$ cat config.mk
export PLATFORM = sky130hd
export DESIGN_NAME = fcp_egress_unpacker
export DESIGN_NICKNAME = d
export VERILOG_FILES = /design/src/fcp_link_pkg.sv /design/src/fcp_egress_unpacker.sv
export SDC_FILE = /design/constraint.sdc
export NUM_CORES = 1
export LEC_CHECK = 0
export ABC_CLOCK_PERIOD_IN_PS = 14200
export BUFFER_PORTS_ARGS = -buffer_cell sky130_fd_sc_hd__clkbuf_2
export CAP_MARGIN = 20
export CORE_AREA = 2 2 248 250
export DETAILED_ROUTE_END_ITERATION = 16
export DIE_AREA = 0 0 250 252
export HOLD_SLACK_MARGIN = 0.12
export SLEW_MARGIN = 25
export SYNTH_ARGS = -nofsm -noshare
export SYNTH_HDL_FRONTEND = slang
export SYNTH_SLANG_ARGS = --single-unit
$ cat constraint.sdc
create_clock -name user_clk -period 14.2 [get_ports user_clk]
set_input_delay 2.84 -clock user_clk [delete_from_list [all_inputs] [get_ports user_clk]]
set_output_delay 2.84 -clock user_clk [all_outputs]
set_load 0.05 [all_outputs]
$ cat src/fcp_link_pkg.sv
// Shared widths, field types, message and beat layout for the flow-control link path
package fcp_link_pkg;

    // ======================================================================
    // Field widths
    // ======================================================================
    localparam int VC_W    = 16;
    localparam int STAT_W  = 32;
    localparam int BEAT_W  = 512;
    localparam int COUNT_W = 32;
    localparam int TOTAL_W = 64;

    // Virtual channel index
    typedef logic [VC_W-1:0]    vc_t;
    // One credit limit, queue length or credit rate field
    typedef logic [STAT_W-1:0]  stat_t;
    // One link beat
    typedef logic [BEAT_W-1:0]  beat_t;
    // Per-window rate and drop counter
    typedef logic [COUNT_W-1:0] count_t;
    // Running message total
    typedef logic [TOTAL_W-1:0] total_t;

    // Flow-control message, 113 bits, valid in the MSB
    typedef struct packed {
        logic  valid;
        vc_t   vc;
        stat_t fccl;
        stat_t qlen;
        stat_t fccr;
    } fcp_msg_t;

    // ======================================================================
    // Beat layout
    // ======================================================================
    // Fields sit at the bottom of the beat, all higher bits are zero
    localparam int BEAT_VC_LSB   = 0;
    localparam int BEAT_FCCL_LSB = 16;
    localparam int BEAT_QLEN_LSB = 48;
    localparam int BEAT_FCCR_LSB = 80;

    // ======================================================================
    // Beat queue
    // ======================================================================
    localparam int QUEUE_DEPTH = 16;
    localparam int QADDR_W     = $clog2(QUEUE_DEPTH);
    // One extra bit so a full queue can be told from an empty one
    localparam int QCOUNT_W    = QADDR_W + 1;

    typedef logic [QADDR_W-1:0]  qaddr_t;
    typedef logic [QCOUNT_W-1:0] qcount_t;

    // ======================================================================
    // Start-up hold-off and rate window
    // ======================================================================
    // Short stand-in for the long power-up wait of the hardware link
    localparam int HOLDOFF_CYCLES     = 64;
    localparam int HOLDOFF_W          = $clog2(HOLDOFF_CYCLES);
    // Metering window, kept short for simulation
    localparam int RATE_WINDOW_CYCLES = 256;
    localparam int WINDOW_W           = $clog2(RATE_WINDOW_CYCLES);

    typedef logic [HOLDOFF_W-1:0] holdoff_cnt_t;
    typedef logic [WINDOW_W-1:0]  window_cnt_t;

    // Packer mode
    typedef enum logic {
        HOLDOFF,
        RUN
    } packer_state_e;

endpackage
$ cat src/fcp_egress_unpacker.sv
// Egress side: drains the beat queue under drain_en and registers the recovered message
module fcp_egress_unpacker (
    input  logic                   user_clk,
    input  logic                   rst_user_300,
    input  fcp_link_pkg::beat_t    rd_beat,
    input  logic                   empty,
    input  logic                   drain_en,
    output logic                   rd_en,
    output fcp_link_pkg::fcp_msg_t fcp_out
);
    import fcp_link_pkg::*;

    fcp_msg_t msg_q;
    fcp_msg_t msg_d;

    // ======================================================================
    // Read request
    // ======================================================================
    // Only place where empty is checked
    assign rd_en = drain_en && !empty;

    // ======================================================================
    // Field extraction
    // ======================================================================
    always_comb begin
        msg_d.valid = rd_en;
        msg_d.vc    = rd_beat[BEAT_VC_LSB   +: VC_W];
        msg_d.fccl  = rd_beat[BEAT_FCCL_LSB +: STAT_W];
        msg_d.qlen  = rd_beat[BEAT_QLEN_LSB +: STAT_W];
        msg_d.fccr  = rd_beat[BEAT_FCCR_LSB +: STAT_W];
    end

    // ======================================================================
    // Output register
    // ======================================================================
    // Fields hold their last value between reads, valid is a one-cycle strobe
    always_ff @(posedge user_clk) begin
        if (rd_en) begin
            msg_q.vc   <= msg_d.vc;
            msg_q.fccl <= msg_d.fccl;
            msg_q.qlen <= msg_d.qlen;
            msg_q.fccr <= msg_d.fccr;
        end
        if (rst_user_300) begin
            msg_q.valid <= 1'b0;
        end else begin
            msg_q.valid <= msg_d.valid;
        end
    end

    assign fcp_out = msg_q;

endmodule

==> impl_metrics.tcl, run 1 <==
set metrics [dict create \
    grt_max_degree 66 \
    multi_input_area_um2 26.3 \
    critPathCapture "rd_en" \
    arrival_ns 3.97 \
    clk_path_buf_depth 2 \
    power.leakage_nw 2.34 \
    antenna_left 0 \
    grt_use_met2 0.0689 \
    grtUsageTotal 0.0530 \
    seq_area_frac_synth 0.994 \
    syn_area_um2 3400 \
    cp.required_ns 11.36 \
    fp.dieW_um 250 \
    rsz0062_at_grt "false" \
    slowest_delay_ns 0.51 \
    antenna_found_initial 28 \
    largest_reg_flops 113 \
    p_sw_frac 0.282 \
    maxCapViolCount 0 \
    p_int_w 0.000713 \
    cp-start-kind "input port" \
    power_frac_comb 0.129 \
    syn_inst 115 \
    fp-row-count 90 \
    grt_pass1_wl_mm 20.2 \
    p_seq_frac 0.401 \
    gp_congestion 0.704 \
    drtPass1Iterations 4 \
    synthToLayoutAreaGrowth_pct 82.3 \
    drt_iter0_markers 77 \
    drive_gt1_frac 0.698 \
    grtUsageMet3 0.0599 \
    switchingPower_w 0.000280 \
    layout_worst_path_cycle_share 0.480 \
    clkSinkCount 113 \
    grt-busiest-layer "met2" \
    cp_cell_sequence "clkbuf_2, nor2b_4, buf_4, clkbuf_2" \
    ys_warn_count 0 \
    setup_viol 0 \
    fmax_mhz 147 \
    p_clk_frac 0.471 \
    synth_area_per_cell_um2 29.6 \
    final_nets 881 \
    fillers 6914 \
    ys_ff_latch 113 \
    finalMaxSlewViolations 0 \
    numPortBuffers 229 \
    period_needed_ns 6.81 \
    clk_pin_slew_ns 0.06 \
    cts_hold_buf 0 \
    post_drt_wl_per_cell_um 13.7 \
    worst_slew_pin_slew_ns 0.861 \
    ys_types 4 \
    clockRootBuffer "clkbuf_16" \
    max-slew-margin-rel 0.426 \
    fin_util 0.103 \
    cts_setup_buffers 0 \
    outcome "complete, no violations" \
    critical_path.most_common_cell "clkbuf_2" \
    routed_wl_mm 16.0 \
    num_io_pins 630 \
    irDropWorstVdd_mv 0.0945 \
    critPathMaxFanout 49 \
    synth_nets 631 \
    die-area_um2 63000 \
    critPathLaunch "drain_en" \
    routed_via_density 1.94 \
    num_vias 2264 \
    finalHoldViolations 0 \
    grt_use_met1 0.0501 \
    ctsResizeCount 0 \
    htree_num_levels 4 \
    chipHeight_um 252 \
    power_density_nw_per_um2 160 \
    path_class "in -> out" \
    grt_pass1_vias 2334 \
    core_area_um2 60100 \
    tritoncts "done" \
    start_util 0.0566 \
    hp-class "in -> reg" \
    critical_path.slowest_cell "buf_4" \
    fin_tns_setup_ns 0 \
    seq_area_um2 3380 \
    route.detailed.drc 0 \
    overflow 0 \
    crit_path_end_kind "output port" \
    cts_buffers 17 \
]
==> per-layer routing <==
| metal | wire, um | vias up |
|---|---|---|
| met4 | 501 | 32 |
| li1 | - | 987 |
| met1 | 5850 | 996 |
| met5 | 219 | - |
| met3 | 3200 | 62 |
| met2 | 6270 | 187 |
==> synthesized netlist by cell type (all sizes together) <==
master / instances / area share
dfxtp: 1 / 0.0059
nor3b: 1 / 0.0037
nor2b: 1 / 0.0018
edfxtp: 112 / 0.99
==> per-stage QoR <==
| stage | hold WS [ns] | total power, W | area (um^2) | setup WS, ns | instances |
|---|---|---|---|---|---|
| 2_1_floorplan | 2.91 | 0.000490 | 3400 | 2.90 | 115 |
| 3_3_place_gp | 3.01 | 0.000533 | 5550 | 7.39 | 1128 |
| 3_5_place_dp | 3.02 | 0.000535 | 5550 | 7.34 | 1128 |
| 4_1_cts | 2.50 | 0.00102 | 6180 | 7.35 | 1160 |
| 5_1_grt | 2.51 | 0.00103 | 6180 | 7.30 | 1161 |
| 6_report | 2.55 | 0.000992 | 6200 | 7.39 | 1168 |
==> placed cells by master, fill, tap and decap left out, drive strengths merged <==
cell / instances
clkbuf: 247
edfxtp: 112
diode: 8
clkinv: 5
bufinv: 4
inv: 4
buf: 2
nor2b: 1
nor3b: 1
clkinvlp: 1
dfxtp: 1
==> power groups by stage <==
stage | combinational, W | clock [W] | sequential (W)
finish | 0.000128 | 0.000467 | 0.000398
global placement | 0.000129 | 0 | 0.000404
detailed placement | 0.000130 | 0 | 0.000405
global route | 0.000133 | 0.000500 | 0.000400
floorplan | 0.00000512 | 0 | 0.000484
CTS | 0.000130 | 0.000489 | 0.000398
==> critical path, delay by kind of cell <==
family / cells / cell delay [ns]
buffers and inverters: 3 / 0.99
AND/OR/NAND/NOR: 1 / 0.13
==> cell type report <==
| type | count | area share |
|---|---|---|
| antenna | 8 | 0.00323 |
| clock buffer | 18 | 0.0692 |
| clock inverter | 14 | 0.0327 |
| multi-input combinational | 2 | 0.00424 |
| sequential | 113 | 0.546 |
| tap | 782 | 0.158 |
| timing repair buffer | 231 | 0.187 |
==> kinds of logic (layout without fill, tap and decap cells) <==
family | count (synthesis) | in the layout | synth area share
flip-flops | 113 | 113 | 0.994
AND/OR/NAND/NOR | 2 | 2 | 0.00552
other | 0 | 8 | 0
buffers and inverters | 0 | 263 | 0
==> worst min path at each step <==
stage	startpoint	end	cells past startpoint
after floorplan	empty	fcp_out[112]	1
after CTS	rst_user_300	fcp_out[112]	2
after global routing	rd_beat[73]	fcp_out[57]	1
final	rst_user_300	fcp_out[112]	2
after detailed placement	rd_beat[97]	fcp_out[17]	1
after global placement	rst_user_300	fcp_out[112]	2
Note: power is estimated with default switching activity, not from simulation.
==> run 2, diff against run 1 <==
--- a/config.mk
+++ b/config.mk
@@ -5,12 +5,12 @@
 export SDC_FILE = /design/constraint.sdc
 export NUM_CORES = 1
 export LEC_CHECK = 0
-export ABC_CLOCK_PERIOD_IN_PS = 14200
+export ABC_CLOCK_PERIOD_IN_PS = 7050
 export BUFFER_PORTS_ARGS = -buffer_cell sky130_fd_sc_hd__clkbuf_2
 export CAP_MARGIN = 20
-export CORE_AREA = 2 2 248 250
+export CORE_AREA = 2 2 243 245
 export DETAILED_ROUTE_END_ITERATION = 16
-export DIE_AREA = 0 0 250 252
+export DIE_AREA = 0 0 245 247
 export HOLD_SLACK_MARGIN = 0.12
 export SLEW_MARGIN = 25
 export SYNTH_ARGS = -nofsm -noshare
==> constraint.sdc (replaced) <==
create_clock -name user_clk -period 7.05 [get_ports user_clk]
set_input_delay 1.41 -clock user_clk [delete_from_list [all_inputs] [get_ports user_clk]]
set_output_delay 1.41 -clock user_clk [all_outputs]
set_load 0.05 [all_outputs]
==> impl_metrics.tcl, run 2 (same netlist as run 1, synthesis figures left out) <==
set metrics [dict create \
    tritoncts "done" \
    holdWs_ns 1.12 \
    max-slew-margin-rel 0.487 \
    power_density_nw_per_um2 327 \
    outcome "complete, no violations" \
    fp-row-count 89 \
    largest_reg_flops 113 \
    maxCapViolCount 0 \
    arrival_ns 2.57 \
    gp_congestion 0.650 \
    power.leakage_nw 2.34 \
    cp-start-kind "input port" \
    grtUsageTotal 0.0545 \
    grt_pass1_wl_mm 19.7 \
    fp.dieW_um 245 \
    rsz0062_at_grt "false" \
    finalMaxSlewViolations 0 \
    path_class "in -> out" \
    route.detailed.drc 0 \
    die-area_um2 60500 \
    hp-class "in -> reg" \
    grt_pass1_vias 2210 \
    clk_pin_slew_ns 0.06 \
    drt_iter0_markers 115 \
    cts_setup_buffers 0 \
    routed_wl_mm 15.9 \
    chipHeight_um 247 \
    drtPass1Iterations 4 \
    period_needed_ns 3.98 \
    critPathMaxFanout 25 \
    overflow 0 \
    cts_buffers 17 \
    crit_path_end_kind "output port" \
    crit_buf_inv 2 \
    slowest_delay_ns 0.62 \
    synthToLayoutAreaGrowth_pct 82.9 \
    final_area_um2 6220 \
    clockRootBuffer "clkbuf_16" \
    start_util 0.0584 \
    num_io_pins 630 \
    fin_util 0.107 \
    numPortBuffers 229 \
    routed_via_density 1.95 \
    num_vias 2276 \
    antenna_left 0 \
    grt_max_degree 49 \
    final_cell_mix "229 x clkbuf_2, 112 x edfxtp_1, 17 x clkbuf_16" \
    clk_path_buf_depth 2 \
    post_drt_wl_per_cell_um 13.7 \
    ctsResizeCount 0 \
    critical_path.most_common_cell "clkbuf_2" \
    cp_cell_sequence "clkbuf_2, nor2b_4, clkbuf_2" \
    clkSinkCount 113 \
    fin_cells 1165 \
    crit_family "simple AND/OR/NAND/NOR gates" \
    layout_worst_path_cycle_share 0.565 \
    fmax_mhz 251 \
    fin_tns_setup_ns 0 \
    finalHoldViolations 0 \
    worst_slew_pin_slew_ns 0.768 \
    setup_viol 0 \
    irDropWorstVdd_mv 0.193 \
    critical_path.slowest_cell "nor2b_4" \
    drive_gt1_frac 0.685 \
    layout_commonest_cell "clkbuf_2" \
    core_area_um2 58200 \
    postPlaceCellArea_um2 5540 \
    htree_num_levels 4 \
    final_nets 881 \
    placedCellCount 1119 \
    cts_hold_buf 0 \
    cp.required_ns 5.64 \
    antenna_found_initial 30 \
]
run 2: worst paths after layout:
check / slack, ns / to / cells after the start / start
hold / removal: 1.12 / fcp_out[112] / 2 / rst_user_300
setup / recovery: 3.07 / rd_en / 3 / empty
run 2: layout make-up:
class                   count  area [um^2]
fillers                  6614        52000
flip-flops and latches    113         3380
repair buffers            231         1160
well taps                 773          967
clock buffers              19          433
clock inverters            13          215
diodes                     14         35.0
multi-input cells           2         26.3
run 2: per-layer routing:
layer,global-route usage,part of all wire,vias up
met2,0.0692,0.39,168
met1,0.0464,0.33,1025
met3,0.0724,0.25,54
met5,0,0.013,-
met4,0.0269,0.022,32
li1,-,-,997
run 2: per-stage QoR:
step                setup WS (ns)  power (W)
floorplan                    1.00   0.000983
global placement             3.03    0.00107
detailed placement           2.98    0.00108
CTS                          2.99    0.00209
global route                 2.88    0.00212
finish                       3.07    0.00203
run 2: power breakdown:
| part | internal, W | total (W) | switching, W | leakage, nW |
|---|---|---|---|---|
| sequential | 0.000790 | 0.000801 | 0.0000114 | 1.06 |
| combinational | 0.0000502 | 0.000255 | 0.000205 | 0.972 |
| clock | 0.000655 | 0.000975 | 0.000321 | 0.307 |
