==> src/fcp_link_pkg.sv <==
// Shared widths, field types, message and beat layout for the flow-control link path
package fcp_link_pkg;

    // ======================================================================
    // Field widths
    // ======================================================================
    localparam int VC_W    = 16;
    localparam int STAT_W  = 32;
    localparam int BEAT_W  = 512;
    localparam int COUNT_W = 32;
    localparam int TOTAL_W = 64;

    // Virtual channel index
    typedef logic [VC_W-1:0]    vc_t;
    // One credit limit, queue length or credit rate field
    typedef logic [STAT_W-1:0]  stat_t;
    // One link beat
    typedef logic [BEAT_W-1:0]  beat_t;
    // Per-window rate and drop counter
    typedef logic [COUNT_W-1:0] count_t;
    // Running message total
    typedef logic [TOTAL_W-1:0] total_t;

    // Flow-control message, 113 bits, valid in the MSB
    typedef struct packed {
        logic  valid;
        vc_t   vc;
        stat_t fccl;
        stat_t qlen;
        stat_t fccr;
    } fcp_msg_t;

    // ======================================================================
    // Beat layout
    // ======================================================================
    // Fields sit at the bottom of the beat, all higher bits are zero
    localparam int BEAT_VC_LSB   = 0;
    localparam int BEAT_FCCL_LSB = 16;
    localparam int BEAT_QLEN_LSB = 48;
    localparam int BEAT_FCCR_LSB = 80;

    // ======================================================================
    // Beat queue
    // ======================================================================
    localparam int QUEUE_DEPTH = 16;
    localparam int QADDR_W     = $clog2(QUEUE_DEPTH);
    // One extra bit so a full queue can be told from an empty one
    localparam int QCOUNT_W    = QADDR_W + 1;

    typedef logic [QADDR_W-1:0]  qaddr_t;
    typedef logic [QCOUNT_W-1:0] qcount_t;

    // ======================================================================
    // Start-up hold-off and rate window
    // ======================================================================
    // Short stand-in for the long power-up wait of the hardware link
    localparam int HOLDOFF_CYCLES     = 64;
    localparam int HOLDOFF_W          = $clog2(HOLDOFF_CYCLES);
    // Metering window, kept short for simulation
    localparam int RATE_WINDOW_CYCLES = 256;
    localparam int WINDOW_W           = $clog2(RATE_WINDOW_CYCLES);

    typedef logic [HOLDOFF_W-1:0] holdoff_cnt_t;
    typedef logic [WINDOW_W-1:0]  window_cnt_t;

    // Packer mode
    typedef enum logic {
        HOLDOFF,
        RUN
    } packer_state_e;

endpackage
==> src/fcp_rate_meter.sv <==
// Delivered-message meter: running total and per-window count of messages
module fcp_rate_meter (
    input  logic                 user_clk,
    input  logic                 rst_user_300,
    input  logic                 msg_valid,
    output fcp_link_pkg::total_t total_count,
    output fcp_link_pkg::count_t msg_rate
);
    import fcp_link_pkg::*;

    total_t      total_q;
    window_cnt_t window_q;
    count_t      in_window_q;
    count_t      rate_q;
    logic        window_end;

    // ======================================================================
    // Running total
    // ======================================================================
    always_ff @(posedge user_clk) begin
        if (rst_user_300) begin
            total_q <= '0;
        end else if (msg_valid) begin
            total_q <= total_q + total_t'(1);
        end
    end

    // ======================================================================
    // Window timing
    // ======================================================================
    // Free running from reset, wraps every window
    always_ff @(posedge user_clk) begin
        if (rst_user_300) begin
            window_q <= '0;
        end else if (window_end) begin
            window_q <= '0;
        end else begin
            window_q <= window_q + window_cnt_t'(1);
        end
    end

    assign window_end = (window_q == window_cnt_t'(RATE_WINDOW_CYCLES - 1));

    // ======================================================================
    // Per-window count
    // ======================================================================
    // A message on the last cycle still belongs to the closing window
    always_ff @(posedge user_clk) begin
        if (rst_user_300) begin
            in_window_q <= '0;
            rate_q      <= '0;
        end else if (window_end) begin
            rate_q      <= in_window_q + count_t'(msg_valid);
            in_window_q <= '0;
        end else begin
            in_window_q <= in_window_q + count_t'(msg_valid);
        end
    end

    assign total_count = total_q;
    assign msg_rate    = rate_q;

endmodule

==> config.mk <==
export PLATFORM = sky130hd
export DESIGN_NAME = fcp_rate_meter
export DESIGN_NICKNAME = d
export VERILOG_FILES = /design/src/fcp_link_pkg.sv /design/src/fcp_rate_meter.sv
export SDC_FILE = /design/constraint.sdc
export NUM_CORES = 1
export LEC_CHECK = 0
export ABC_AREA = 1
export BUFFER_PORTS_ARGS = -buffer_cell sky130_fd_sc_hd__buf_2
export CORE_MARGIN = 3
export CORE_UTILIZATION = 35
export DETAILED_ROUTE_END_ITERATION = 16
export PLACE_DENSITY = 0.59
export SYNTH_ARGS = -nofsm -noshare
export SYNTH_HDL_FRONTEND = slang
export SYNTH_SLANG_ARGS = --single-unit
export TNS_END_PERCENT = 1
==> constraint.sdc <==
create_clock -name user_clk -period 1.75 [get_ports user_clk]
set_input_delay 0.2625 -clock user_clk [delete_from_list [all_inputs] [get_ports user_clk]]
set_output_delay 0.2625 -clock user_clk [all_outputs]
set_load 0.02 [all_outputs]
==> results of run 1 <==
power by group:
part,internal (mW),switching [mW]
Combinational,0.0572,0.103
Sequential,3.11,0.0108
Clock,2.32,1.53
Total,5.49,1.64
flip-flops by register name, indices dropped and copies added (netlist names):
register / cells
in_window_q: 32
msg_rate: 32
total_count: 64
window_q: 8
cells in the mapped netlist, drive strengths merged, types with 8 or more instances:
master	count	area (µm²)
nand2	336	1280
nor2	218	873
dfxtp	136	2720
inv	108	405
nand3	45	235
a21oi	35	175
o21ai	29	145
xor2	25	219
nor3	19	100
nand4	15	93.8
and2	9	56.3
clkbuf	9	43.8
buf	8	36.3
xnor2	8	70.1
kinds of logic after synthesis:
group / after synthesis / synth area share, %
adders and majority gates: 4 / 0.753
AOI/OAI and AO/OA: 71 / 5.59
buffers and inverters: 125 / 7.30
and+or+nand+nor: 655 / 41.0
xor gates and xnor gates: 33 / 4.35
DFF: 136 / 41.0
cell usage in the layout, fill, tap and decap left out, types with 2 or more instances in the layout:
| cell type | instances |
|---|---|
| a21oi_1 | 35 |
| and2_1 | 9 |
| and3_1 | 2 |
| buf_2 | 98 |
| buf_4 | 78 |
| bufinv_16 | 3 |
| clkbuf_16 | 17 |
| clkinvlp_4 | 3 |
| dfxtp_1 | 127 |
| dfxtp_2 | 9 |
| ha_1 | 2 |
| ha_4 | 2 |
| inv_1 | 107 |
| inv_6 | 6 |
| nand2_1 | 328 |
| nand2_2 | 7 |
| nand3_1 | 40 |
| nand3_2 | 4 |
| nand3b_1 | 5 |
| nand4_1 | 15 |
| nor2_1 | 189 |
| nor2_2 | 19 |
| nor2_4 | 10 |
| nor3_1 | 18 |
| nor3b_1 | 2 |
| o21a_1 | 3 |
| o21ai_0 | 27 |
| o21ai_1 | 2 |
| xnor2_1 | 8 |
| xor2_1 | 24 |
worst paths after layout:
check | end | slack (ns)
worst min-delay path | total_count[19] | 0.25
worst max register to register | total_count[46] | 0.02
worst min register to register | window_q[0] | 0.42
worst max-delay path | total_count[46] | 0.02
per-stage QoR:
step           util (%)  instance area, µm²  TNS (ns)  std cells
2_1_floorplan         -                6650         0       1024
3_3_place_gp       43.4                7960    -0.544       1414
3_5_place_dp       43.4                7960    -0.932       1414
4_1_cts            46.9                8590         0       1446
5_1_grt            47.6                8730    -0.497       1446
6_report           47.6                8730         0       1446
per-layer routing:
layer	global-route usage [%]	part of all wire [%]	up-vias
met3	4.53	5.3	25
met1	24.9	47	3088
met5	0	0	-
met4	6.39	2.0	0
li1	-	-	3549
met2	30.7	46	174
critical path, delay by kind of cell, from the launching register on:
kind | cells | cell delay (ns)
flops | 1 | 0.33
fa+ha+maj | 1 | 0.17
simple gates | 7 | 0.92
buf+inv | 1 | 0.19
timing repair:
item	in CTS	in global routing
endpoints found under the hold margin	0	0
gates resized for setup	1	48
pin swaps	0	3
setup endpoints to repair	1	86
area by class of cell:
class / instances / area [µm²] / area share (%)
Tap cell: 229 / 287 / 3.28
Timing Repair Buffer: 178 / 1110 / 12.7
Sequential cell: 136 / 2730 / 31.3
Multi-Input combinational cell: 763 / 3580 / 41.0
Clock inverter: 14 / 185 / 2.12
Inverter: 108 / 405 / 4.64
Clock buffer: 18 / 439 / 5.03
==> metrics.txt, run 1 <==
initial core utilization a little over a third; hold depth 3; fmax about 580 MHz; Setup Skew between 0.01 and 0.015 ns; R2R Path Start total_count[0]; post-CTS setup buffer count 0; largest net degree at the start of global routing 32; average routed wire per standard cell 13.1 µm; CTS buffer count 17; DIE AREA 0.0207 mm²; drt total wl ~19000 µm; EDFF count, synth 0; Max Cap Viol 0; status complete, no violations; # H-tree levels 4; residual DRC count 0; CP Data Required Time roughly 2.1 ns; IO Pins 99; DIE WIDTH 144 µm; Diodes inserted 0; CP Max Fanout 5; ys async rst share 0%; detailed-route via count 6836; fin nets 1211; area grow syn2layout 31.4%; PwrDens about 820 mW/mm²; Routability Congestion 0.894; synthesized area 0.00665 mm²; Avg Cell Area, Syn roughly 6.5 µm²; Post-CTS Hold Buffers 0; Final HPWL DP approximately 15000 µm; Iteration-0 DRC Markers 303; CTS Sinks 136; Rel. slew slack roughly three quarters; drt pass-1 iters 5; worst-path cell chain ha_1 > nand2_2 > nor2_4 > nand2_4 > nor2_4 > nand3_1 > buf_4 > nor3_1 > nor2_1; Clk Latency, worst-skew pair roughly 0.43 ns; PnR worst setup slack between 0.02 and 0.025 ns; DR vias/cell between 4 and 5; critical path's slowest cell dfxtp_1; Pwr Total 7.13 mW; Arr. time, crit path 2.04 ns; clock buffer depth 2; Clock transition at path regs 0.06 ns; CTS tree done; row count 49; CP endpoint kind flip-flop; core area 0.0183 mm²; RSZ-0062 raised after global routing yes; count of final setup violators 0; Seq cells post-synth roughly 140; Hold Vio Cnt, Final 0; Port Buf Inserts approximately 100; grt ovf 0; post-synth cell types 35; sequential-to-total area share from yosys stat between 40% and 50%; Startpoint Class flip-flop; Max Slew Vio Count 0; static leakage around 3.8 nW; worst vdd ir between 0.7 and 0.8 mV; Synth Instances about 1000; crit path from total_count[0]; first-pass GRT wire length ~31000 µm; Filler cells about 1900; Hold Crit Start rst_user_300; root buffer cell clkbuf_16; Final min period 1.73 ns; Antenna Nets Post-Route 0; reg2reg path depth 9; Period Utilization, post-route 98.7%; Placement Setup Slack -0.115 ns; Yosys warning count 0; Least-Margin Pin Slew around 0.37 ns; CP max stage delay ~0.33 ns; Crit Path Category flip-flop to flip-flop; Hold Path Class primary input to flip-flop; layout cell share with drive strength beyond 1 a little over a fifth; initial antenna violation count 0; most used cell, CP nor2_4; net count after synthesis between 1000 and 1500; vias in the first global route roughly 6400; Hold WS between 0.2 and 0.25 ns; Die Ht between 100 and 150 µm; GRT Resource Usage Total about a fifth; ys flop type dfxtp_1
(Power assumes the default switching activity.)
==> run 2, diff against run 1 <==
- SETUP_SLACK_MARGIN: default -> 0.3
==> run 2 against run 1 <==
Against the previous run: final area increased by 3.9%; power fell by 3.3%; register-to-register slack gained 0.02 ns; hold slack got worse by 0.094 ns; via count down 0.20%; die area unchanged; combinational power rose by 22%; largest cell class unchanged.
==> metrics.txt, run 2 (same netlist as run 1, synthesis figures left out) <==
clock buffer depth 2; grt ovf 0; fmax approximately 590 MHz; CP Data Required Time ~2.1 ns; CP Max Fanout 6; Net Sw Power ~1.6 mW; area grow syn2layout 36.5%; Iteration-0 DRC Markers 263; Filler cells 1853; RSZ-0062 raised after global routing yes; Power Internal about 5.3 mW; drt pass-1 iters 5; Final Instance Area between 0.009 and 0.01 mm²; Hold Path Class primary input to flip-flop; part of the power in registers between 40 and 50%; Final min period 1.70 ns; PnR worst setup slack 0.0455 ns; Startpoint Class flip-flop; Logic pwr share roughly 2.9%; Hold WS 0.151 ns; crit path from total_count[2]; commonest non-fill, non-tap cell in the layout nand2_1; root buffer cell clkbuf_16; IO Pins just under 100; initial antenna violation count 0; commonest cells after routing, fill and taps aside 306 x nand2_1, 165 x nor2_1, 120 x dfxtp_1; average routed wire per standard cell roughly 14 µm; DIE AREA ~0.021 mm²; Final HPWL DP 14500 µm; Largest register FFs 64; worst vdd ir roughly 0.77 mV; Post-CTS Hold Buffers 0; Least-Margin Pin Slew 0.351 ns; fin nets between 1000 and 1500; PwrDens about 760 mW/mm²; GRT Resource Usage Total a little under a fifth; Hold Vio Cnt, Final 0; non-filler cells, final 1441; core area approximately 0.018 mm²; CTS tree done; largest net degree at the start of global routing 40; detailed-route via count slightly below 7000; Multi-input gate area 0.00395 mm²; row count 49; Arr. time, crit path between 2 and 2.5 ns; drt total wl 19500 µm; status complete, no violations; Antenna Nets Post-Route 0; DIE WIDTH between 100 and 150 µm; post-CTS setup buffer count 0; count of final setup violators 0; Pwr Total between 6 and 7 mW; Rel. slew slack approximately 76%; Die Ht 144 µm; Max Cap Viol 0; Placed Area about 0.0079 mm²; CTS Sinks approximately 140; DR vias/cell between 4 and 5; initial core utilization around 36%; Setup Skew about 0.010 ns; Clk Latency, worst-skew pair 0.43 ns; vias in the first global route ~6500; fin util 49.5%; Period Utilization, post-route a little over nine tenths; storage element area roughly 0.0027 mm²; R2R Path Start total_count[2]; setup_tns 0 ns; Crit Path Category flip-flop to flip-flop; Clock transition at path regs 0.06 ns; layout cell share with drive strength beyond 1 28.2%; Routability Congestion between 0.8 and 0.9; Hold Crit Start rst_user_300; # H-tree levels 4; Max Slew Vio Count 0; static leakage around 3.8 nW; Placement Setup Slack -0.189 ns; CP endpoint kind flip-flop; power share of the clock group 51.8%; first-pass GRT wire length around 31000 µm; Placed Cells ~1400; Diodes inserted 0; CTS buffer count 17; Sw Ratio between 20% and 30%; residual DRC count 0; Port Buf Inserts 98
-- run 2: changes by cell type in the layout (fill, tap and decap cells not counted), moves of 7 or more --
| cell | before | now |
|---|---|---|
| a21oi_1 | 35 | 28 |
| a21oi_2 | 0 | 7 |
| buf_4 | 78 | 71 |
| dfxtp_1 | 127 | 120 |
| nand2_1 | 328 | 306 |
| nand2_2 | 7 | 23 |
| nor2_1 | 189 | 165 |
| nor2_2 | 19 | 26 |
| nor2_4 | 10 | 27 |
-- run 2: final cells by class --
| class | instances | share of cell area, % |
|---|---|---|
| multi-input cells | 763 | 43.5 |
| flip-flops and latches | 136 | 30.3 |
| repair buffers | 173 | 12.2 |
| clock buffers | 18 | 4.73 |
| inverters | 108 | 4.47 |
| well taps | 229 | 3.16 |
| clock inverters | 14 | 1.65 |
-- run 2: worst paths after layout --
kind	cells past startpoint	to	slack (ns)
worst min register to register	2	msg_rate[10]	0.44
worst max register to register	8	total_count[36]	0.05
worst min-delay path	2	total_count[19]	0.15
worst max-delay path	8	total_count[36]	0.05
-- run 2: worst max-delay path, stage by stage, from the launching register on --
cell and delay, ns:
dfxtp_1 0.40, nand2_1 0.13, nor2_4 0.21, nand2_4 0.08, nor2_4 0.19, nand3_1 0.20, buf_4 0.19, o21ai_0 0.14
a21oi_1 0.05
-- run 2: metal layers --
layer	vias to the layer above	share of wire, %	track usage, %
li1	3540	-	-
met1	3116	46	24.3
met2	138	48	32.9
met3	28	4.3	4.36
met4	0	1.9	4.96
met5	-	0	0
-- run 2: what timing repair did --
| item | CTS | global route |
|---|---|---|
| endpoints found under the setup margin | 120 | 125 |
| pin swaps | 2 | 63 |
| resized for setup | 15 | 143 |
-- run 2: power groups by stage --
stage	combinational, mW	clock [mW]	sequential (mW)
after detailed placement	0.154	0	3.19
after global placement	0.154	0	3.19
after floorplan	0.0852	0	3.20
after CTS	0.158	3.64	3.12
after global routing	0.219	3.77	3.13
final	0.197	3.57	3.13
==> run 3, diff against run 2 <==
- BUFFER_PORTS_ARGS: -buffer_cell sky130_fd_sc_hd__buf_2 -> default
- CORE_UTILIZATION: 35 -> 40
- DONT_BUFFER_PORTS: default -> 1
- PLACE_DENSITY: 0.59 -> 0.62
- clock period: 1.75 -> 1.45 ns (I/O delays scaled with it)
==> run 3 against run 2 <==
Against the previous run: the flow now finishes with violations (setup timing); global-route usage increased by 3.1 points; non-clock buffer count increased by 46; core utilization increased by 11 points; critical path depth increased by 1; first-iteration DRC count increased by 21%; final area increased by 7.6%; flip-flop and latch count unchanged; register-to-register slack got worse by 0.29 ns; via count increased by 2.4%; die area decreased by 12%; maximum frequency increased by 0.85%; largest power group unchanged.
==> metrics.txt, run 3 (same netlist as run 1, synthesis figures left out) <==
# H-tree levels 4; fmax roughly 600 MHz; worst reg-to-reg setup slack -0.24 ns; static leakage 4.04 nW; CP Max Fanout 5; Placement Setup Slack -0.299 ns; Routability Congestion about 0.96; Logic pwr share 2.8%; Rel. slew slack about 77%; average routed wire per standard cell 13.5 µm; commonest non-fill, non-tap cell in the layout nand2_1; Clk Latency, worst-skew pair between 0.4 and 0.5 ns; drt total wl between 15000 and 20000 µm; residual DRC count 0; area grow syn2layout 46.9%; status complete, but fails checks; Hold Vio Cnt, Final 0; CTS Sinks about 140; PnR worst setup slack -0.240 ns; DIE WIDTH roughly 130 µm; power share of the clock group between 50% and 60%; Max Cap Viol 0; Antenna Nets Post-Route 0; row count between 40 and 50; clock buffer depth 2; failing checks setup timing; IO Pins 99; fin util between 60% and 70%; vias in the first global route around 7000; drt pass-1 iters 5; Largest register FFs 64; first-pass GRT wire length between 30000 and 40000 µm; Final min period between 1.5 and 2 ns; PwrDens 825 mW/mm²; Period Utilization, post-route 117%; fin nets between 1000 and 1500; core area between 0.015 and 0.02 mm²; Clock transition at path regs about 0.06 ns; Power Internal 6.11 mW; count of final setup violators 98; largest net degree at the start of global routing about 40; root buffer cell clkbuf_16; Port Buf Inserts 0; CTS buffer count 17; commonest cells after routing, fill and taps aside 318 x nand2_1, 174 x nor2_1, 146 x buf_4; part of the power in registers between 40% and 50%; Startpoint Class flip-flop; DIE AREA 0.0182 mm²; Hold Path Class primary input to flip-flop; Iteration-0 DRC Markers 319; Arr. time, crit path 2.01 ns; Setup Skew approximately 0.010 ns; CP endpoint kind flip-flop; layout cell share with drive strength beyond 1 ~30%; Crit Path Category flip-flop to flip-flop; DR vias/cell approximately 4.7; GRT Resource Usage Total between 20% and 30%; Net Sw Power 1.95 mW; initial antenna violation count 0; Max Slew Vio Count 0; CTS tree done; Final HPWL DP around 15000 µm; RSZ-0062 raised after global routing yes; grt ovf 0; Sw Ratio around 24%; initial core utilization 41.4%; CP Data Required Time around 1.8 ns; worst vdd ir between 0.8 and 0.9 mV; Least-Margin Pin Slew roughly 0.34 ns; Die Ht ~130 µm; detailed-route via count roughly 7000; Diodes inserted 0
[run 3: changes by cell type in the layout (fill, tap and decap cells not counted), sizes merged]
cell | before | now
buf | 173 | 218
inv | 110 | 115
dlygate4sd3 | 0 | 1
bufinv | 2 | 0
clkinvlp | 3 | 0
[run 3: power by group through the flow]
stage / Clock (mW) / Sequential [mW] / Combinational (mW)
floorplan: 0 / 3.86 / 0.103
global placement: 0 / 3.85 / 0.187
detailed placement: 0 / 3.85 / 0.189
CTS: 4.14 / 3.75 / 0.221
global route: 4.35 / 3.74 / 0.252
finish: 4.09 / 3.74 / 0.228
[run 3: worst paths after layout]
path | from | end | cells past startpoint
hold reg to reg | total_count[3] | total_count[3] | 1
setup reg to reg | total_count[1] | total_count[46] | 9
hold / removal | msg_valid | msg_rate[0] | 3
setup / recovery | total_count[1] | total_count[46] | 9
[run 3: worst max-delay path, cell delays in order, from the launching register on]
cell     delay, ns
dfxtp_2       0.34
ha_1          0.16
nand2_2       0.08
nor2_4        0.20
nand2_4       0.10
nor2_4        0.22
nand3_2       0.15
buf_4         0.16
nor3_1        0.12
nor2_1        0.06
[run 3: layer usage]
layer	global-route usage, %	share of wire [%]
met1	26.4	43
met2	39.0	49
met3	5.96	6.2
met4	7.41	2.5
met5	0	0
[run 3: layout make-up]
type	instances	area (µm²)
inverters	108	405
flip-flops and latches	136	2800
fillers	1441	6300
clock buffers	18	439
clock inverters	14	115
repair buffers	219	1980
multi-input cells	763	3750
well taps	216	270
[run 3: timing repair]
action / 4_1_cts / 5_1_grt
hold buffers: 2 / 0
endpoints found under the hold margin: 29 / 0
resized for setup: 136 / 66
setup endpoints to repair: 192 / 197
pin swaps: 12 / 9
setup buffers: 0 / 1
[run 3: per-stage QoR]
step | total power [mW] | std cells | hold WS, ns | TNS [ns] | cell area (µm²)
5_1_grt | 8.35 | 1474 | 0.0520 | -28.00 | 9760
3_5_place_dp | 4.04 | 1439 | 0.305 | -15.43 | 8540
2_1_floorplan | 3.96 | 1024 | 0.383 | -5.39 | 6650
3_3_place_gp | 4.03 | 1439 | 0.303 | -12.90 | 8540
6_report | 8.06 | 1474 | 0.0415 | -9.60 | 9760
4_1_cts | 8.12 | 1473 | 0.0568 | -10.62 | 9540
