## src/fcp_link_pkg.sv

```systemverilog
// Shared widths, field types, message and beat layout for the flow-control link path
package fcp_link_pkg;

    // ======================================================================
    // Field widths
    // ======================================================================
    localparam int VC_W    = 16;
    localparam int STAT_W  = 32;
    localparam int BEAT_W  = 512;
    localparam int COUNT_W = 32;
    localparam int TOTAL_W = 64;

    // Virtual channel index
    typedef logic [VC_W-1:0]    vc_t;
    // One credit limit, queue length or credit rate field
    typedef logic [STAT_W-1:0]  stat_t;
    // One link beat
    typedef logic [BEAT_W-1:0]  beat_t;
    // Per-window rate and drop counter
    typedef logic [COUNT_W-1:0] count_t;
    // Running message total
    typedef logic [TOTAL_W-1:0] total_t;

    // Flow-control message, 113 bits, valid in the MSB
    typedef struct packed {
        logic  valid;
        vc_t   vc;
        stat_t fccl;
        stat_t qlen;
        stat_t fccr;
    } fcp_msg_t;

    // ======================================================================
    // Beat layout
    // ======================================================================
    // Fields sit at the bottom of the beat, all higher bits are zero
    localparam int BEAT_VC_LSB   = 0;
    localparam int BEAT_FCCL_LSB = 16;
    localparam int BEAT_QLEN_LSB = 48;
    localparam int BEAT_FCCR_LSB = 80;

    // ======================================================================
    // Beat queue
    // ======================================================================
    localparam int QUEUE_DEPTH = 16;
    localparam int QADDR_W     = $clog2(QUEUE_DEPTH);
    // One extra bit so a full queue can be told from an empty one
    localparam int QCOUNT_W    = QADDR_W + 1;

    typedef logic [QADDR_W-1:0]  qaddr_t;
    typedef logic [QCOUNT_W-1:0] qcount_t;

    // ======================================================================
    // Start-up hold-off and rate window
    // ======================================================================
    // Short stand-in for the long power-up wait of the hardware link
    localparam int HOLDOFF_CYCLES     = 64;
    localparam int HOLDOFF_W          = $clog2(HOLDOFF_CYCLES);
    // Metering window, kept short for simulation
    localparam int RATE_WINDOW_CYCLES = 256;
    localparam int WINDOW_W           = $clog2(RATE_WINDOW_CYCLES);

    typedef logic [HOLDOFF_W-1:0] holdoff_cnt_t;
    typedef logic [WINDOW_W-1:0]  window_cnt_t;

    // Packer mode
    typedef enum logic {
        HOLDOFF,
        RUN
    } packer_state_e;

endpackage
```

## src/fcp_ingress_packer.sv

```systemverilog
// Ingress side: start-up hold-off, packs messages into link beats, counts queue-full drops
module fcp_ingress_packer (
    input  logic                  user_clk,
    input  logic                  rst_user_300,
    input  fcp_link_pkg::fcp_msg_t fcp_in,
    input  logic                  full,
    output fcp_link_pkg::beat_t   wr_beat,
    output logic                  wr_en,
    output logic                  link_up,
    output fcp_link_pkg::count_t  drop_count
);
    import fcp_link_pkg::*;

    packer_state_e state_q;
    holdoff_cnt_t  holdoff_q;
    beat_t         beat_q;
    logic          beat_valid_q;
    count_t        drop_q;

    // ======================================================================
    // Hold-off FSM
    // ======================================================================
    // Counts from reset, then stays in RUN until the next reset
    always_ff @(posedge user_clk) begin
        if (rst_user_300) begin
            state_q   <= HOLDOFF;
            holdoff_q <= '0;
        end else begin
            case (state_q)
                HOLDOFF: begin
                    holdoff_q <= holdoff_q + holdoff_cnt_t'(1);
                    // Last hold-off cycle
                    if (holdoff_q == holdoff_cnt_t'(HOLDOFF_CYCLES - 1)) begin
                        state_q <= RUN;
                    end
                end
                default: begin
                    state_q <= RUN;
                end
            endcase
        end
    end

    assign link_up = (state_q == RUN);

    // ======================================================================
    // Beat register
    // ======================================================================
    // Strobe only, input is dropped silently during hold-off
    always_ff @(posedge user_clk) begin
        if (rst_user_300) begin
            beat_valid_q <= 1'b0;
        end else begin
            beat_valid_q <= fcp_in.valid && (state_q == RUN);
        end
    end

    // Payload: place each field at its beat offset, rest of the beat zero
    always_ff @(posedge user_clk) begin
        if (fcp_in.valid) begin
            beat_q                                <= '0;
            beat_q[BEAT_VC_LSB   +: VC_W]         <= fcp_in.vc;
            beat_q[BEAT_FCCL_LSB +: STAT_W]       <= fcp_in.fccl;
            beat_q[BEAT_QLEN_LSB +: STAT_W]       <= fcp_in.qlen;
            beat_q[BEAT_FCCR_LSB +: STAT_W]       <= fcp_in.fccr;
        end
    end

    assign wr_beat = beat_q;
    // Write gated by full here, the queue trusts it
    assign wr_en   = beat_valid_q && !full;

    // ======================================================================
    // Drop counter
    // ======================================================================
    // A pending beat that meets a full queue is lost
    always_ff @(posedge user_clk) begin
        if (rst_user_300) begin
            drop_q <= '0;
        end else if (beat_valid_q && full) begin
            drop_q <= drop_q + count_t'(1);
        end
    end

    assign drop_count = drop_q;

endmodule

```

## config.mk

```make
export PLATFORM = sky130hd
export DESIGN_NAME = fcp_ingress_packer
export DESIGN_NICKNAME = d
export VERILOG_FILES = /design/src/fcp_link_pkg.sv /design/src/fcp_ingress_packer.sv
export SDC_FILE = /design/constraint.sdc
export NUM_CORES = 1
export LEC_CHECK = 0
export ABC_AREA = 1
export BUFFER_PORTS_ARGS = -buffer_cell sky130_fd_sc_hd__buf_4
export CORE_AREA = 2 2 256 258
export CTS_CLUSTER_SIZE = 10
export DETAILED_ROUTE_END_ITERATION = 16
export DIE_AREA = 0 0 258 260
export PLACE_DENSITY = 0.4
export SLEW_MARGIN = 20
export SYNTH_ARGS = -nofsm -noshare
export SYNTH_HDL_FRONTEND = slang
export SYNTH_SLANG_ARGS = --single-unit
```

## constraint.sdc

```tcl
create_clock -name user_clk -period 2.7 [get_ports user_clk]
set_input_delay 0.405 -clock user_clk [delete_from_list [all_inputs] [get_ports user_clk]]
set_output_delay 0.405 -clock user_clk [all_outputs]
set_load 0.03 [all_outputs]
```

==> results by group, run 1 <==
Run status
  • Status: finished clean

Detailed routing
  • Routed Antenna Nets: 0
  • Number of remaining DRC errors: 0
  • DRT Pass-1 Iters: 7
  • Final WL: around 25 mm
  • DRT iter0 DRCs: roughly 310
  • DR vias/cell: 2.63
  • Wire length per cell: around 13 um
  • Via count: slightly above 5,000

Power
  • Lkg Pwr: ~4.7 nW
  • Gate power share: 0.217
  • PD cells: between 600 and 700 nW/um^2
  • Power share of the sequential group: 0.417
  • Clock share of power: 0.366
  • Max rail drop VDD: between 0.0003 and 0.0004 V
  • Total power: 6.53 mW
  • Sw Share: 0.359
  • Net Sw Power: around 2.3 mW
  • Cell internal pwr: about 4.2 mW

Clocking
  • Post-CTS Hold Buffers: 0
  • Clock-pin transition on the worst setup and hold timing paths: 0.08 ns
  • Clk_lat worst skew: 0.44 ns
  • Root Buffer: clkbuf_16
  • CTS tree: built
  • Clk buf depth: 2
  • TritonCTS buffer count: 17
  • H-tree depth reported by CTS: 4
  • Cts repair resizes: 0
  • Clock sink count: 152
  • Post-CTS setup buffers: 0

Floorplan
  • Cell row count: just over 90
  • Num ports: between 600 and 700
  • Core outline area: 64,100 um^2
  • Die H: about 260 um
  • Die W: 258 um
  • Die area: 67,100 um^2
  • Initial Util: 0.131

Logic synthesis
  • Gate Count Post-Synth: roughly 800
  • Synth Flop Type: edfxtp_1
  • Cell variety after synth: 29
  • Post-synthesis sequential area ratio: 0.495
  • Leading area contributor after synthesis: edfxtp_1
  • Post-Syn Area: approximately 8400 um^2
  • Cell with the most instances after synthesis: buf_4
  • Post-synthesis mux area share: 0
  • Number of synthesized flops with an enable pin: around 110
  • Largest family of logic cells by synthesized area: buffers and inverters
  • Number of synthesized register bits: about 150
  • Dominant cells by area after synthesis: edfxtp_1 (40%), buf_4 (36%), dfxtp_1 (9.5%)
  • Area fraction of the dominant cell type after synthesis: 0.400
  • Synth cell count leaders: buf_4 (401), edfxtp_1 (112), nand2_1 (68), nor2_1 (52), dfxtp_1 (40)
  • Compound-Gate Fraction of Synth Area: 0.0224
  • Xor/xnor share of the synthesized area: 0.00208
  • Ys async rst share: 0
  • YS warnings: 0
  • Mean Syn Cell Area: between 10 and 15 um^2
  • Synth Area in Simple Gates: 0.103
  • Post-synthesis adder-cell area fraction: 0.00297

Global routing
  • Initial antenna violation count: 3
  • First-pass GRT wire length: 31.2 mm
  • GRT Residual Overflow: 0
  • Total track usage: 0.0655
  • Vias in the first global route: roughly 4,300
  • Pin count of the biggest net entering global routing: 72

Timing
  • Final WS setup: 1.08 ns
  • Clock Skews: roughly 0.013 ns
  • Fin crit share: 0.602
  • Fmax: approximately 600 MHz
  • Final Setup Violations: 0
  • Final hold vios: 0
  • Slew Limit Fails: 0
  • Fin Hold WS: about 0.14 ns
  • RSZ-0062 raised after global routing: false
  • Min Tclk post-route: 1.62 ns
  • Setup_tns: 0 ns

Run
  • Max-Cap Viols: 0

Place
  • Pre-CTS WS: 1.18 ns
  • Area after DPL: roughly 10000 um^2
  • Placer Congestion: around 0.8
  • Post-DP HPWL: about 21 mm
  • Placed insts: about 1,900
  • # port buffers: approximately 260

Worst setup path
  • R2R cell count: 9
  • Startpoint types: register
  • Crit path kind: register to primary output
  • CP endpoint kind: primary output
  • Largest stage delay on the critical path: roughly 0.37 ns
  • Slowest stage cell, crit path: dfxtp_1
  • Crit-path cells: inv_1, nor2_1, buf_4
  • CP arrival: 1.22 ns
  • Worst Path Required: between 2 and 2.5 ns
  • CP Max Fanout: 2

Cells and area
  • Area Growth Syn to Fin: 25.3%
  • Core Util, Final: 0.165
  • Number of antenna repair diodes: 0
  • Finished Cell Area: 10,500 um^2
  • Layout cell share with drive strength beyond 1: 0.293
  • Fin cells: a little under 2,000
  • Nets: around 1,200

Worst hold path
  • Worst Hold Path Cells: 1
  • Min-Delay Path Class: primary input to register
layout by cell type (no fill, tap or decap), types with 6 or more instances in the layout:
master and n:
conb_1 400, buf_4 262, edfxtp_1 112, nand2_1 68, nor2_1 52, dfxtp_1 40, inv_1 34, clkbuf_16 17
a21oi_1 16, o21ai_0 15, nand3_1 14, nand4_1 11, nor2_2 9, nor3_1 8, inv_8 7, nor2_4 6
cell families after synthesis:
logic type      Yosys count
fa+ha+maj                 2
buf+inv                 439
other cells               1
compound gates           35
flops                   152
simple gates            179
xor+xnor                  2
power by group through the flow:
stage | Clock (mW) | Combinational [mW] | Sequential [mW]
after CTS | 2.49 | 1.41 | 2.73
after global placement | 0 | 1.41 | 2.78
after global routing | 2.59 | 1.48 | 2.73
after floorplan | 0 | 1.19 | 3.03
after detailed placement | 0 | 1.41 | 2.78
final | 2.39 | 1.42 | 2.72
path summary, 6_finish.rpt:
check / from / to / slack (ns)
setup / recovery: beat_valid_q / wr_en / 1.08
hold / removal: fcp_in[51] / wr_beat[67] / 0.14
setup reg to reg: drop_count[1] / drop_count[14] / 1.17
hold reg to reg: holdoff_q[5] / holdoff_q[5] / 0.45
final cells by class:
type,count,area (um^2)
fillers,7185,53600
repair buffers,263,1990
well taps,855,1070
clock inverters,15,170
clock buffers,17,425
inverters,36,135
flip-flops and latches,152,4160
multi-input cells,618,2600
critical path, delay by kind of cell (launching register included):
kind	cells	cell delay, ns
simple gates	1	0.16
flops	1	0.37
buf+inv	2	0.26
layer usage:
metal | routed length (um) | global-route usage | vias up
li1 | - | - | 2384
met1 | 8080 | 0.0630 | 2334
met2 | 13300 | 0.125 | 402
met3 | 3170 | 0.0322 | 17
met4 | 221 | 0.0149 | 2
met5 | 16 | 0 | -
sequential cells by signal, indices dropped and copies added, names as in the netlist:
signal / cells
wr_beat: 112
holdoff_q: 6
beat_valid_q: 1
drop_count: 32
link_up: 1
Power figures use the tool's default switching activity.
==> inputs of run 2 (changes only) <==
- CORE_AREA: 2 2 256 258 -> 2 2 258 260
- DIE_AREA: 0 0 258 260 -> 0 0 260 262
- clock period: 2.7 -> 1.5 ns (I/O delays scaled with it)
==> run 2 against run 1 <==
  * First-iteration DRC count down 4.2%
  * Sequential cell count unchanged
  * Hold slack improved by 0.060 ns
  * Final area rose by 13%
  * Cell count grew 7.6%
  * Critical endpoint is now drop_count[27]
  * Largest cell class unchanged
==> results by group, run 2 (synthesized netlist as in run 1, its figures left out) <==
Worst setup path
  • CP endpoint kind: primary output
  • Crit-path cells: buf_4
  • R2R cell count: 9
  • Largest stage delay on the critical path: ~0.49 ns
  • CP Max Fanout: 7
  • Startpoint types: register
  • Slowest stage cell, crit path: dfxtp_1
  • Crit path kind: register to primary output
  • CP arrival: about 1.2 ns
  • Reg-to-reg startpoint: drop_count[1]
  • Critical path depth: 1
  • Worst Path Required: 1.27 ns
  • Crit path to: drop_count[27]
  • Worst R2R End: drop_count[30]
  • Crit path buffers/inverters: 1
  • CP delay by family, top: flip-flops
  • Critical path origin: drop_count[27]
  • Reg2Reg Setup Slack: roughly 0.15 ns

Clocking
  • CTS tree: built
  • H-tree depth reported by CTS: 4
  • Clk_lat worst skew: about 0.43 ns
  • TritonCTS buffer count: 17
  • Clk buf depth: 2
  • Post-CTS setup buffers: 0
  • Root Buffer: clkbuf_16
  • Clock sink count: around 150
  • Clock-pin transition on the worst setup and hold timing paths: roughly 0.07 ns

Timing
  • Fin Hold WS: 0.201 ns
  • Final Setup Violations: 0
  • Final WS setup: around 0.065 ns
  • Clock Skews: 0.0108 ns
  • Final hold vios: 0
  • Fmax: between 600 and 700 MHz
  • Min Tclk post-route: 1.43 ns
  • Setup_tns: 0 ns
  • Slew Limit Fails: 0
  • Fin crit share: 0.956

Cells and area
  • Largest register FFs: 112
  • Finished Cell Area: 12,000 um^2
  • Commonest non-fill, non-tap cells in the layout: conb_1 (400), buf_4 (290), dlygate4sd3_1 (112), edfxtp_1 (112), nand2_1 (67)
  • Core Util, Final: 0.183
  • Layout cell share with drive strength beyond 1: 0.297
  • Area Growth Syn to Fin: 42.2%
  • Nets: 1,347
  • Number of antenna repair diodes: 0
  • Most common cell after layout, fill and taps aside: conb_1

Floorplan
  • Core outline area: roughly 65,000 um^2
  • Num ports: approximately 660
  • Die area: just under 70,000 um^2
  • Cell row count: between 90 and 100
  • Initial Util: 0.129
  • Die H: 262 um
  • Die W: between 200 and 300 um

Worst hold path
  • Hold Crit Start: rst_user_300
  • Min-Delay Path Class: primary input to register

Place
  • # port buffers: 261
  • Placer Congestion: around 0.78
  • Post-DP HPWL: 19.1 mm
  • Area after DPL: around 10,000 um^2
  • Pre-CTS WS: about 0.054 ns

Detailed routing
  • Final WL: approximately 24 mm
  • DRT Pass-1 Iters: 4
  • DR vias/cell: 2.67
  • Routed Antenna Nets: 0
  • Via count: roughly 5,600
  • Number of remaining DRC errors: 0
  • Wire length per cell: roughly 11 um
  • DRT iter0 DRCs: 300

Global routing
  • GRT Residual Overflow: 0
  • First-pass GRT wire length: between 30 and 40 mm
  • Total track usage: 0.0610
  • Initial antenna violation count: 0
  • Pin count of the biggest net entering global routing: 65
  • Vias in the first global route: roughly 5,000

Run
  • Max-Cap Viols: 0

Power
  • Max rail drop VDD: approximately 0.00074 V
  • Lkg Pwr: 5.33 nW
  • PD cells: around 1000 nW/um^2

Run status
  • Status: finished clean
==> run 2: per-stage QoR <==
| step | total power [mW] | std cells |
|---|---|---|
| floorplan | 7.60 | 1209 |
| global placement | 7.53 | 1962 |
| detailed placement | 7.53 | 1962 |
| CTS | 12.1 | 2105 |
| global route | 12.4 | 2105 |
| finish | 11.9 | 2105 |
==> run 2: report_power, final <==
group | internal [mW] | switching, mW
registers | 4.78 | 0.0875
logic | 0.696 | 2.13
clock network | 2.32 | 1.89
==> run 2: cell type report <==
class                      count  area, um^2
fill                        7284       53300
sequential                   152        4180
timing repair buffer         404        3340
multi-input combinational    618        2670
tap                          864        1080
clock buffer                  17         425
clock inverter                14         140
inverter                      36         135
==> run 2: per-layer routing <==
metal / vias to the layer above / share of wire / wire [um] / global-route usage
li1: 2670 / - / - / -
met2: 396 / 0.50 / 11800 / 0.109
met1: 2547 / 0.39 / 9190 / 0.0690
met5: - / 0 / 0 / 0
met4: 0 / 0.014 / 342 / 0.0238
met3: 13 / 0.10 / 2420 / 0.0162
==> run 2: worst min-delay path by stage <==
| stage | slack [ns] | cells after the start | endpoint |
|---|---|---|---|
| after floorplan | 0.29 | 1 | drop_count[17] |
| after global placement | 0.40 | 1 | wr_beat[109] |
| after detailed placement | 0.40 | 1 | wr_beat[19] |
| after CTS | 0.16 | 3 | drop_count[0] |
| after global routing | 0.20 | 4 | drop_count[14] |
| final | 0.20 | 4 | holdoff_q[0] |
==> run 2: what timing repair did <==
| action | 4_1_cts | 5_1_grt |
|---|---|---|
| hold endpoints to repair | 112 | 0 |
| resized for setup | 1 | 27 |
| pin swaps | 0 | 6 |
| endpoints found under the setup margin | 1 | 24 |
| hold buffers | 112 | 0 |
==> run 2: worst reg2reg max path, cell delays in order (launching register included) <==
cell and delay [ns]:
dfxtp_4 0.37, ha_4 0.14, inv_1 0.08, nor2_4 0.12, nand3_4 0.10, nor2_4 0.20, nand3_2 0.09, nand2_1 0.07
nand2_1 0.05, nor2_1 0.08
==> inputs of run 3 (changes only) <==
- CORE_AREA: 2 2 258 260 -> 2 2 256 258
- CTS_CLUSTER_SIZE: 10 -> default
- DIE_AREA: 0 0 260 262 -> 0 0 258 260
- clock period: 1.5 -> 1.9 ns (I/O delays scaled with it)
==> run 3 against run 2 <==
  * Power fell by 20%
  * Critical path depth is 2 higher
  * First-iteration DRC count up 1.0%
  * Global-route usage rose by 0.74 points
  * Combinational power decreased by 21%
  * Clock power down 19%
==> results by group, run 3 (synthesized netlist as in run 1, its figures left out) <==
Place
  • Post-DP HPWL: roughly 21 mm
  • # port buffers: around 260
  • Placer Congestion: approximately 0.79
  • Pre-CTS WS: roughly 0.36 ns

Timing
  • Clock Skews: 0.0119 ns
  • Fin crit share: 0.799
  • Slew Limit Fails: 0
  • Final hold vios: 0
  • Final Setup Violations: 0
  • RSZ-0062 raised after global routing: false
  • Min Tclk post-route: about 1.5 ns
  • Fin Hold WS: 0.0342 ns
  • Final WS setup: 0.381 ns
  • Fmax: about 660 MHz
  • Setup_tns: 0 ns

Clocking
  • Clock sink count: ~150
  • Post-CTS setup buffers: 0
  • TritonCTS buffer count: 17
  • Root Buffer: clkbuf_16
  • Clk_lat worst skew: approximately 0.44 ns
  • CTS tree: built
  • Clock-pin transition on the worst setup and hold timing paths: ~0.070 ns
  • Clk buf depth: 2
  • H-tree depth reported by CTS: 4

Power
  • PD cells: 816 nW/um^2
  • Lkg Pwr: approximately 5.2 nW
  • Max rail drop VDD: 0.000462 V

Cells and area
  • Layout cell share with drive strength beyond 1: 0.271
  • Number of antenna repair diodes: 0
  • # fillers: 7,115
  • Largest register FFs: about 110
  • Nets: about 1,300
  • Footprint of the multi-input gates: around 2600 um^2
  • Most common cell after layout, fill and taps aside: conb_1
  • Commonest non-fill, non-tap cells in the layout: conb_1 (400), buf_4 (264), edfxtp_1 (112)
  • Area Growth Syn to Fin: 38.0%
  • Register Area: between 4000 and 5000 um^2

Detailed routing
  • Final WL: ~26 mm
  • DR vias/cell: approximately 2.7
  • DRT iter0 DRCs: approximately 300
  • Wire length per cell: 12.5 um
  • Number of remaining DRC errors: 0
  • Via count: ~5,500
  • DRT Pass-1 Iters: 6
  • Routed Antenna Nets: 0

Floorplan
  • Core outline area: ~64,000 um^2
  • Die H: around 260 um
  • Cell row count: 93
  • Die area: 67,100 um^2
  • Die W: 258 um
  • Initial Util: 0.131
  • Num ports: 662

Worst setup path
  • CP Max Fanout: 2
  • Startpoint types: register
  • CP arrival: 1.23 ns
  • Crit path kind: register to primary output
  • Worst Path Required: roughly 1.6 ns
  • CP endpoint kind: primary output

Global routing
  • Total track usage: 0.0684
  • Vias in the first global route: approximately 4,800
  • First-pass GRT wire length: 33.2 mm
  • Initial antenna violation count: 1
  • GRT Residual Overflow: 0
  • Pin count of the biggest net entering global routing: between 40 and 50

Run
  • Max-Cap Viols: 0

Run status
  • Status: finished clean

Worst hold path
  • Min-Delay Path Class: primary input to register
## run 3: power by group
| part | switching [mW] | internal, mW |
|---|---|---|
| logic | 1.69 | 0.530 |
| clock network | 1.62 | 1.77 |
| registers | 0.0764 | 3.78 |
| total | 3.39 | 6.08 |
## run 3: final timing paths
path                               startpoint             end  slack (ns)  cells after the start
worst max-delay path             beat_valid_q           wr_en        0.38                      3
worst min-delay path               fcp_in[15]     wr_beat[95]        0.03                      1
worst max register to register  drop_count[1]  drop_count[24]        0.39                      8
worst min register to register   holdoff_q[5]    holdoff_q[5]        0.45                      2
## run 3: layout make-up
type | instances | area share
multi-input combinational | 618 | 0.224
clock buffer | 17 | 0.0366
sequential | 152 | 0.359
clock inverter | 15 | 0.0152
timing repair buffer | 367 | 0.262
inverter | 36 | 0.0116
tap | 855 | 0.0921
## run 3: critical path, cell delays in order (launching register included)
cell,delay [ns]
dfxtp_1,0.37
inv_1,0.05
nor2_1,0.18
buf_4,0.20
## run 3: routing by layer
layer / vias to the layer above / GRT usage / routed length (um)
li1: 2581 / - / -
met1: 2518 / 0.0703 / 8850
met2: 387 / 0.128 / 13800
met3: 21 / 0.0245 / 2720
met4: 2 / 0.0223 / 397
met5: - / 0 / 13
## run 3: repair_timing
action,CTS,global route
resized for setup,0,0
endpoints found under the hold margin,99,1
hold buffers,99,1
## run 3: per-stage QoR
stage                     std cells  cell area (um^2)   util  total power [mW]
after floorplan                1209              9910      -              6.00
after global placement         1928             10000  0.156              5.97
after detailed placement       1928             10000  0.156              5.96
after CTS                      2059             11600  0.181              9.62
after global routing           2060             11600  0.181              9.86
final                          2060             11600  0.181              9.47
